--- config.mk ---
export PLATFORM = sky130hd
export DESIGN_NAME = det_top
export DESIGN_NICKNAME = d
export VERILOG_FILES = /design/src/det_ctrl_pkg.sv /design/src/det_data_pkg.sv /design/src/det_accumulator.sv /design/src/det_fsm.sv /design/src/det_multiplier.sv /design/src/det_top.sv /design/src/mul_wait_timer.sv /design/src/operand_select.sv
export VERILOG_INCLUDE_DIRS = /design/src /design/src/src
export SDC_FILE = /design/constraint.sdc
export NUM_CORES = 2
export LEC_CHECK = 0
export BUFFER_PORTS_ARGS = -buffer_cell sky130_fd_sc_hd__clkbuf_2
export CAP_MARGIN = 40
export CORE_MARGIN = 3
export CORE_UTILIZATION = 63
export DETAILED_ROUTE_END_ITERATION = 12
export PLACE_DENSITY = 0.82
export SETUP_SLACK_MARGIN = 0.2
export SYNTH_ARGS = -nofsm -noshare
export SYNTH_HDL_FRONTEND = slang
export SYNTH_SLANG_ARGS = --single-unit
--- constraint.sdc ---
create_clock -name clk -period 12.65 [get_ports clk]
set_clock_uncertainty 0.05 [all_clocks]
set_input_delay 1.265 -clock clk [delete_from_list [all_inputs] [get_ports clk]]
set_output_delay 1.265 -clock clk [all_outputs]
set_load 0.02 [all_outputs]
--- src/det_macros.svh ---
`ifndef DET_MACROS_SVH
`define DET_MACROS_SVH

`default_nettype none

// width of one matrix entry and of the result
`define DET_ENTRY_W 51

// full width of one multiplier product
`define DET_PROD_W 102

// stored matrix order, rows and columns
`define DET_ORDER 3

// multiplier pipeline depth in cycles, at least 2
`define DET_MUL_LAT 4

// wait timer width, must hold DET_MUL_LAT
`define DET_TIMER_W 3

`default_nettype wire

`endif

--- src/det_ctrl_pkg.sv ---
`default_nettype none

package det_ctrl_pkg;

    // sequencer states
    typedef enum logic [2:0] {
        IDLE,
        ISSUE,
        WAIT,
        CAPTURE,
        DONE
    } det_state_e;

    // what the accumulator does with a captured product
    typedef enum logic [1:0] {
        ACC_CHAIN,
        ACC_LOAD,
        ACC_XOR
    } acc_op_e;

    // one entry of the product schedule
    typedef struct packed {
        logic [2:0] term;
        logic       stage;
        acc_op_e    acc_op;
    } step_t;

    // term index outside both tables, loads zero instead of a product
    localparam logic [2:0] TERM_CLEAR = 3'd7;

    // step used for unsupported sizes
    localparam step_t STEP_CLEAR = '{term: TERM_CLEAR, stage: 1'b0, acc_op: ACC_LOAD};

endpackage

`default_nettype wire

--- src/det_data_pkg.sv ---
`include "det_macros.svh"
`default_nettype none

package det_data_pkg;

    // one matrix entry, also the width of the result
    typedef logic [`DET_ENTRY_W-1:0] entry_t;

    // full multiplier product
    typedef logic [`DET_PROD_W-1:0] product_t;

    // matrix[row][col], both from 0
    typedef entry_t [`DET_ORDER-1:0][`DET_ORDER-1:0] matrix_t;

    // requested size, only 2 and 3 are computed
    typedef logic [1:0] size_t;

    // operand pair into the multiplier
    typedef struct packed {
        entry_t a;
        entry_t b;
    } mul_operands_t;

endpackage

`default_nettype wire

--- src/det_accumulator.sv ---
`timescale 1ns/1ps
`include "det_macros.svh"
`default_nettype none

module det_accumulator (
    input  logic                   clk,
    input  logic                   rst,
    input  logic                   capture,
    input  det_ctrl_pkg::step_t    step,
    input  det_data_pkg::product_t product,
    output det_data_pkg::entry_t   chain,
    output det_data_pkg::entry_t   result
);

    // xor of all finished terms, kept at full width
    det_data_pkg::product_t sum;

    always_ff @(posedge clk or posedge rst) begin
        if (rst) begin
            sum <= '0;
        end else if (capture) begin
            case (step.acc_op)
                det_ctrl_pkg::ACC_LOAD: begin
                    // clear step loads zero
                    sum <= (step.term == det_ctrl_pkg::TERM_CLEAR) ? '0 : product;
                end
                det_ctrl_pkg::ACC_XOR: begin
                    sum <= sum ^ product;
                end
                default: ;
            endcase
        end
    end

    // first product of a size-3 term, truncated
    always_ff @(posedge clk) begin
        if (capture && step.acc_op == det_ctrl_pkg::ACC_CHAIN) begin
            chain <= product[`DET_ENTRY_W-1:0];
        end
    end

    assign result = sum[`DET_ENTRY_W-1:0];

endmodule

`default_nettype wire

--- src/det_fsm.sv ---
`timescale 1ns/1ps
`default_nettype none

module det_fsm (
    input  logic                clk,
    input  logic                rst,
    input  logic                start,
    input  det_data_pkg::size_t size,
    input  logic                expired,
    output det_ctrl_pkg::step_t step,
    output logic                issue,
    output logic                capture,
    output logic                done
);

    det_ctrl_pkg::det_state_e state;
    det_ctrl_pkg::step_t      first_step;
    det_ctrl_pkg::step_t      next_step;
    logic                     size2;
    logic                     size3;
    logic                     last_step;

    assign size2 = (size == 2'd2);
    assign size3 = (size == 2'd3);

    // size 2 opens with a direct load
    // size 3 opens with the first half of term 0
    always_comb begin
        first_step.term   = 3'd0;
        first_step.stage  = 1'b0;
        first_step.acc_op = size3 ? det_ctrl_pkg::ACC_CHAIN : det_ctrl_pkg::ACC_LOAD;
    end

    // schedule walk
    always_comb begin
        next_step = step;
        if (size2) begin
            // second single product
            next_step.term   = step.term + 3'd1;
            next_step.acc_op = det_ctrl_pkg::ACC_XOR;
        end else if (!step.stage) begin
            // chained half of the same term
            next_step.stage  = 1'b1;
            next_step.acc_op = (step.term == 3'd0) ? det_ctrl_pkg::ACC_LOAD
                                                   : det_ctrl_pkg::ACC_XOR;
        end else begin
            // first half of the next term
            next_step.term   = step.term + 3'd1;
            next_step.stage  = 1'b0;
            next_step.acc_op = det_ctrl_pkg::ACC_CHAIN;
        end
    end

    assign last_step = (step.term == det_ctrl_pkg::TERM_CLEAR)
                     || (size2 && step.term == 3'd1)
                     || (size3 && step.term == 3'd5 && step.stage);

    always_ff @(posedge clk or posedge rst) begin
        if (rst) begin
            state <= det_ctrl_pkg::IDLE;
            step  <= '0;
        end else begin
            case (state)
                det_ctrl_pkg::IDLE: begin
                    if (start) begin
                        if (size2 || size3) begin
                            step  <= first_step;
                            state <= det_ctrl_pkg::ISSUE;
                        end else begin
                            // unsupported size, one zero load then done
                            step  <= det_ctrl_pkg::STEP_CLEAR;
                            state <= det_ctrl_pkg::CAPTURE;
                        end
                    end
                end
                det_ctrl_pkg::ISSUE: begin
                    state <= det_ctrl_pkg::WAIT;
                end
                det_ctrl_pkg::WAIT: begin
                    // product is valid from the expired cycle on
                    if (expired) begin
                        state <= det_ctrl_pkg::CAPTURE;
                    end
                end
                det_ctrl_pkg::CAPTURE: begin
                    if (last_step) begin
                        state <= det_ctrl_pkg::DONE;
                    end else begin
                        step  <= next_step;
                        state <= det_ctrl_pkg::ISSUE;
                    end
                end
                det_ctrl_pkg::DONE: begin
                    // hold until caller drops start
                    if (!start) begin
                        state <= det_ctrl_pkg::IDLE;
                    end
                end
                default: begin
                    state <= det_ctrl_pkg::IDLE;
                end
            endcase
        end
    end

    assign issue   = (state == det_ctrl_pkg::ISSUE);
    assign capture = (state == det_ctrl_pkg::CAPTURE);
    assign done    = (state == det_ctrl_pkg::DONE);

endmodule

`default_nettype wire

--- src/det_multiplier.sv ---
`timescale 1ns/1ps
`include "det_macros.svh"
`default_nettype none

module det_multiplier #(
    parameter int STAGES = `DET_MUL_LAT
) (
    input  logic                        clk,
    input  logic                        rst,
    input  logic                        issue,
    input  det_data_pkg::mul_operands_t operands,
    output det_data_pkg::product_t      product
);

    // operand register counts as the first stage
    det_data_pkg::mul_operands_t op_q;
    det_data_pkg::product_t      pipe [STAGES-1];

    always_ff @(posedge clk or posedge rst) begin
        if (rst) begin
            op_q <= '0;
            for (int i = 0; i < STAGES - 1; i++) begin
                pipe[i] <= '0;
            end
        end else begin
            // operands held between issues, output stays stable
            if (issue) begin
                op_q <= operands;
            end
            // full-width multiply, 102-bit context
            pipe[0] <= op_q.a * op_q.b;
            for (int i = 1; i < STAGES - 1; i++) begin
                pipe[i] <= pipe[i-1];
            end
        end
    end

    // valid STAGES cycles after issue
    assign product = pipe[STAGES-2];

endmodule

`default_nettype wire

--- src/det_top.sv ---
`timescale 1ns/1ps
`include "det_macros.svh"
`default_nettype none

module det_top (
    input  logic                  clk,
    input  logic                  rst,
    input  logic                  start,
    input  det_data_pkg::size_t   size,
    input  det_data_pkg::matrix_t matrix,
    output det_data_pkg::entry_t  result,
    output logic                  done
);

    // sequencer to datapath
    det_ctrl_pkg::step_t         step;
    logic                        issue;
    logic                        capture;
    logic                        expired;

    // datapath
    det_data_pkg::mul_operands_t operands;
    det_data_pkg::product_t      product;
    det_data_pkg::entry_t        chain;

    det_fsm u_fsm (
        .clk     (clk),
        .rst     (rst),
        .start   (start),
        .size    (size),
        .expired (expired),
        .step    (step),
        .issue   (issue),
        .capture (capture),
        .done    (done)
    );

    // same latency as the multiplier below
    mul_wait_timer u_timer (
        .clk     (clk),
        .rst     (rst),
        .issue   (issue),
        .expired (expired)
    );

    operand_select u_sel (
        .matrix   (matrix),
        .size     (size),
        .step     (step),
        .chain    (chain),
        .operands (operands)
    );

    det_multiplier #(
        .STAGES (`DET_MUL_LAT)
    ) u_mul (
        .clk      (clk),
        .rst      (rst),
        .issue    (issue),
        .operands (operands),
        .product  (product)
    );

    det_accumulator u_acc (
        .clk     (clk),
        .rst     (rst),
        .capture (capture),
        .step    (step),
        .product (product),
        .chain   (chain),
        .result  (result)
    );

endmodule

`default_nettype wire

--- src/mul_wait_timer.sv ---
`timescale 1ns/1ps
`include "det_macros.svh"
`default_nettype none

module mul_wait_timer (
    input  logic clk,
    input  logic rst,
    input  logic issue,
    output logic expired
);

    // cycles since issue, zero when idle
    logic [`DET_TIMER_W-1:0] count;

    always_ff @(posedge clk or posedge rst) begin
        if (rst) begin
            count <= '0;
        end else if (issue) begin
            count <= `DET_TIMER_W'(1);
        end else if (count == `DET_TIMER_W'(`DET_MUL_LAT)) begin
            count <= '0;
        end else if (count != '0) begin
            count <= count + `DET_TIMER_W'(1);
        end
    end

    // one cycle, same cycle the multiplier output turns valid
    assign expired = (count == `DET_TIMER_W'(`DET_MUL_LAT));

endmodule

`default_nettype wire

--- src/operand_select.sv ---
`timescale 1ns/1ps
`default_nettype none

module operand_select (
    input  det_data_pkg::matrix_t       matrix,
    input  det_data_pkg::size_t         size,
    input  det_ctrl_pkg::step_t         step,
    input  det_data_pkg::entry_t        chain,
    output det_data_pkg::mul_operands_t operands
);

    // the three factors of the current term
    det_data_pkg::entry_t f0;
    det_data_pkg::entry_t f1;
    det_data_pkg::entry_t f2;

    always_comb begin
        f0 = '0;
        f1 = '0;
        f2 = '0;
        if (size == 2'd2) begin
            // two single products, no third factor
            case (step.term)
                3'd0: begin
                    f0 = matrix[0][0];
                    f1 = matrix[1][1];
                end
                3'd1: begin
                    f0 = matrix[0][1];
                    f1 = matrix[1][0];
                end
                default: ;
            endcase
        end else if (size == 2'd3) begin
            // sarrus order, three positive diagonals then three negative
            case (step.term)
                3'd0: begin
                    f0 = matrix[0][0];
                    f1 = matrix[1][1];
                    f2 = matrix[2][2];
                end
                3'd1: begin
                    f0 = matrix[0][1];
                    f1 = matrix[1][2];
                    f2 = matrix[2][0];
                end
                3'd2: begin
                    f0 = matrix[0][2];
                    f1 = matrix[1][0];
                    f2 = matrix[2][1];
                end
                3'd3: begin
                    f0 = matrix[0][2];
                    f1 = matrix[1][1];
                    f2 = matrix[2][0];
                end
                3'd4: begin
                    f0 = matrix[0][1];
                    f1 = matrix[1][0];
                    f2 = matrix[2][2];
                end
                3'd5: begin
                    f0 = matrix[0][0];
                    f1 = matrix[1][2];
                    f2 = matrix[2][1];
                end
                default: ;
            endcase
        end
    end

    // chained stage reuses the truncated first product
    assign operands.a = step.stage ? chain : f0;
    assign operands.b = step.stage ? f2 : f1;

endmodule

`default_nettype wire

==> Word-level counts from Yosys, hierarchy flattened <==
Cells that the tools add are included.
{ "word_totals": {"reg_bits": 573, "input_bits": 464, "wordCells": 100} }
{ "op_classes": {"add_sub_neg": 2, "mul": 1, "n_eq_ne": 21, "mux": 35, "bitwise": 1, "reduce_logical": 28} }
{ "op_table": {"columns": ["op", "n"], "rows": [
  ["case mux 51 bit (3 select lines)", 3],
  ["two-way mux 51 bit", 8],
  ["case mux 102 bit (2 select lines)", 1],
  ["case mux 51 bit (2 select lines)", 2],
  ["multiplier 51 x 51 -> 102 bit", 1],
  ["two-way mux 102 bit", 1],
  ["XOR 102 bit", 1],
  ["two-way mux 3 bit", 10],
  ["two-way mux 6 bit", 3],
  ["OR reduction 2 bit", 9],
  ["equality test 3 bit, second input constant", 5],
  ["case mux 3 bit (5 select lines)", 1],
  ["equality test 3 x 2 -> 1 bit, second input constant", 4],
  ["case mux 6 bit (2 select lines)", 1],
  ["inequality test 2 bit, second input constant", 5],
  ["AND reduction 4 bit", 2],
  ["adder 3 x 1 -> 3 bit, second input constant", 2],
  ["equality test 2 bit, second input constant", 3],
  ["equality test 3 x 1 -> 1 bit, second input constant", 2],
  ["logical NOT 3 bit", 2],
  ["two-way mux 2 bit", 3],
  ["AND reduction 3 bit", 2],
  ["nonzero test 3 bit", 2],
  ["logical AND 1 bit", 4],
  ["other kinds (7)", 11]
]} }

==> Logic depth before layout (Yosys ltp) <==
{ "logic_depth": {"word_depth": 6, "ltp_mapped": 31, "ltp_nobuf": 28} }

==> By module <==
From an unflattened synthesis, not the netlist that was laid out.
{ "hier_totals": {"cells_unflattened": 11553, "area_unflattened_um2": 107897.2} }
{ "modules_own_cells": {"columns": ["mod", "n_inst", "cells_per_inst", "area_per_inst_um2", "seq_area_each_um2"], "rows": [
  ["det_multiplier", 1, 9900, 94712.1, 10209.8],
  ["operand_select", 1, 1236, 8135.3, 0.0],
  ["det_accumulator", 1, 337, 4271.6, 2807.7],
  ["det_fsm", 1, 63, 593.1, 225.2],
  ["mul_wait_timer", 1, 17, 185.2, 75.1]
]} }

==> Worst setup path before layout <==
No wires, ideal clock.
{ "synth_path": {"kind": "reg-to-reg", "start": "reg u_mul.op_q[3] (netlist name)", "end": "reg u_mul.pipe[248] (netlist name)", "setup_ns": 0.101, "arrival_ns": 7.598, "t_required_ns": 12.499, "slack_ns": 4.902, "stages_incl_launch_ff": 28, "path_buffers": 2, "synth_period_minus_slack_ns": 7.748, "path_cell_list": "dfrtp_1 > clkbuf_1 > clkbuf_1 > nand2_1 > fa_1 > inv_1 > fa_1 > fa_1 > inv_1 > fa_1 > fa_1 > fa_1 > fa_1 > inv_1 > fa_1 > inv_1 > fa_1 > inv_1 > ha_1 > o21ai_1 > or2b_2 > a21oi_1 > o22ai_1 > nor2_2 > o21ai_2 > a221oi_4 > a21oi_2 > o311ai_2"} }
{ "synth_between": {"elab_chain_len": 1} }
{ "synth_rtl": {"columns": ["element", "line", "text"], "rows": [
  ["from (decl)", "det_multiplier.sv:16", "det_data_pkg::mul_operands_t op_q;"],
  ["from (signal assigned)", "det_multiplier.sv:28", "op_q <= operands;"],
  ["multiplier 51 x 51 -> 102 bit", "det_multiplier.sv:31", "pipe[0] <= op_q.a * op_q.b;"],
  ["to (signal, indexed assignment)", "det_multiplier.sv:33", "pipe[i] <= pipe[i-1];"],
  ["to (decl)", "det_multiplier.sv:17", "det_data_pkg::product_t pipe [STAGES-1];"]
]} }
No other way between the ends.
A chain may end at the register's enable or synchronous reset.

==> Final worst setup path <==
{ "layout_path": {"start": "reg u_mul.op_q[69] (netlist name)", "end": "reg u_mul.pipe[252] (netlist name)"} }
Same word-level chain as after synthesis.

==> metrics.yaml <==
status: "finished with violations"
violations: "DRC"
critPathMostFrequentCell: "fa_1"
drv_slew: 0
yosysTopAreaCell: "fa_1"
netlist_instances: 6091
setup-tns-final_ps: 0
fin_crit_sh_pct: 69.3
root_buffer: "clkbuf_16"
grt_util_all_layers_pct: 39.9
synth_top_area_share_pct: 39.4
hold_viol: 0
rsz0062_at_grt: "no"
wl_per_cell_um: 24.8
cp.buffers_inverters: 6
fmax_mhz: 114
synth_warnings: 0
dp.cells: 7443
hp-class: "reg2reg"
cts_hold_buf: 0
crit_arrival_ps: 9170
avgSynthCellArea_um2: 9.43
die_h_um: 308
relSlewSlack_pct: 3.56
drive_gt1_share_pct: 11.4
ant_nets: 0
postCtsSetupBuffers: 0
row_count: 110
fillers: 6631
hold_ws_ps: 294
slowest_delay_ps: 760
synth-seq-area-share_pct: 16.5
final-setup-viol-count: 0
worstSetupEndpointType: "register"
slowest_stage: "dfrtp_1"
grt_pass1_wl_um: 287000
ys_types: 72
drc: 22
viasPerCell: 6.24
fin_cells: 7522
first_global_vias: 49000
required_ps: 13050
worst-setup-path-type: "reg2reg"
synth.area.top_cells: "fa_1, dfrtp_1, and2_1, inv_1, ha_1"
ys.flop_type: "dfrtp_1"
cap_violations: 0
synth.net_count: 7922
tritoncts.num_buffers: 39
hpwlAfterDp_um: 143000
htreeDepth: 2
clkTransAtPathRegs_ps: 70
cp_top_family: "adder cells"
fin_crit_ps: 8770
worstSetupStartpointType: "register"
finish.utilization_pct: 68.9
cts.sinks: 369
synth-edff-count: 51
fin_nets: 8140
wl_um: 186000
clockBufferDepth: 3
cts_resized: 0
drt_iter0_drc: 5836
start_util_pct: 63.6
die_x_um: 308
ys_ff_latch: 369
grt_max_degree: 187
routabilityCongestion: 0.975
grt_antenna_before_repair: 13
numPortBuffers: 515
syn_area_um2: 57500
cts_tree: "yes"
vias: 46900
coreArea_um2: 90300
clkLatencyLatePin_ps: 590
grt-ovfl-total: 0
drt-pass1-iter-count: 13
syn_to_final_growth_pct: 8.30
worst_pin_slew_ps: 1450
ios: 516
async_flop_share_pct: 86.2
worst-path-max-fanout: 25
die_area_um2: 94900
-- sequential cells by signal, indices dropped and copies added (netlist names) --
signal	cells
u_fsm.step	6
u_mul.op_q	102
u_mul.pipe	102
u_mul.product	51
u_timer.count	3
u_acc.chain	51
u_fsm.state	3
u_acc.sum	51
-- per-stage QoR --
stage | worst slack [ps] | cell area (µm²)
final | 3880 | 62200
after global routing | 3660 | 62200
after CTS | 3970 | 62200
after detailed placement | 4070 | 60900
after global placement | 4200 | 60500
after floorplan | 2540 | 57500
-- cells in the mapped netlist (5+ instances only) --
cell / n
dfrtp_1: 318
and2_1: 726
buf_2: 12
o22ai_1: 7
a221o_1: 5
a222oi_1: 147
o21ai_0: 123
o221ai_1: 47
buf_1: 13
a22oi_1: 63
a211oi_1: 6
nand3_1: 59
nor2b_1: 48
a31oi_1: 7
nand2_1: 745
nand2b_1: 9
edfxtp_1: 51
o21bai_1: 10
mux2i_1: 13
inv_1: 1197
a22o_1: 54
clkbuf_1: 404
xnor2_1: 114
nor2_1: 31
o22a_1: 48
fa_1: 1131
ha_1: 236
xor2_1: 28
o211ai_1: 5
a21o_1: 18
a21oi_1: 235
nor3_1: 60
o21a_1: 53
-- cell type report --
cell class	count	area (µm²)	area share, %
clock inverters	21	263	0.422
multi-input cells	4089	41800	67.2
diodes	8	20.0	0.0322
clock buffers	49	1040	1.68
repair buffers	613	3580	5.76
inverters	1197	4500	7.23
well taps	1176	1470	2.36
flip-flops and latches	369	9500	15.3
-- path summary, 6_finish.rpt --
check,startpoint,endpoint,slack (ps),depth (start not counted)
setup / recovery,u_mul.op_q[69],u_mul.pipe[252],3880,25
hold / removal,u_mul.pipe[112],u_mul.product[10],290,0
setup reg to reg,u_mul.op_q[69],u_mul.pipe[252],3880,25
hold reg to reg,u_mul.pipe[112],u_mul.product[10],290,0
max in group asynchronous,rst,u_mul.op_q[59],10660,3
min in group asynchronous,rst,u_acc.sum[22],560,2
-- layer usage --
| layer | part of all wire, % | vias up | wire length, µm | track usage, % |
|---|---|---|---|---|
| li1 | - | 19300 | - | - |
| met5 | 0.030 | - | 55 | 0 |
| met2 | 45 | 3201 | 83500 | 61.0 |
| met1 | 37 | 23900 | 68900 | 53.9 |
| met3 | 13 | 592 | 24400 | 11.7 |
| met4 | 5.1 | 8 | 9540 | 16.7 |
-- placed cells by master (no fill, tap or decap), types with 10 or more instances in the layout --
cell type | netlist | layout
nand2_1 | 745 | 744
a21o_1 | 18 | 18
buf_16 | 0 | 11
nand3_1 | 59 | 57
inv_1 | 1197 | 1196
clkbuf_16 | 0 | 39
a21oi_1 | 235 | 235
nor3_1 | 60 | 58
nor2b_1 | 48 | 46
o22a_1 | 48 | 48
xor2_1 | 28 | 28
o21ai_0 | 123 | 123
mux2i_1 | 13 | 13
nor2_1 | 31 | 30
ha_1 | 236 | 233
xnor2_1 | 114 | 114
fa_1 | 1131 | 1131
edfxtp_1 | 51 | 51
dfrtp_1 | 318 | 312
a22o_1 | 54 | 54
buf_4 | 2 | 83
a22oi_1 | 63 | 63
o221ai_1 | 47 | 47
o21a_1 | 53 | 53
and2_1 | 726 | 724
a222oi_1 | 147 | 147
o21bai_1 | 10 | 10
clkbuf_2 | 1 | 515
-- cell families (layout without fill, tap and decap cells) --
group | after synthesis | count (layout) | share of synthesized area, %
other | 0 | 8 | 0
xor gates and xnor gates | 142 | 142 | 2.16
muxes | 14 | 14 | 0.246
AOI/OAI and AO/OA | 859 | 859 | 10.8
DFF | 369 | 369 | 16.5
buffers and inverters | 1633 | 1880 | 10.8
and+or+nand+nor | 1707 | 1707 | 15.0
adders and majority gates | 1367 | 1367 | 44.5
Power is left out: the tool's default activity adds up to more than one toggle a clock period on the data nets, which glitch-free logic cannot reach.
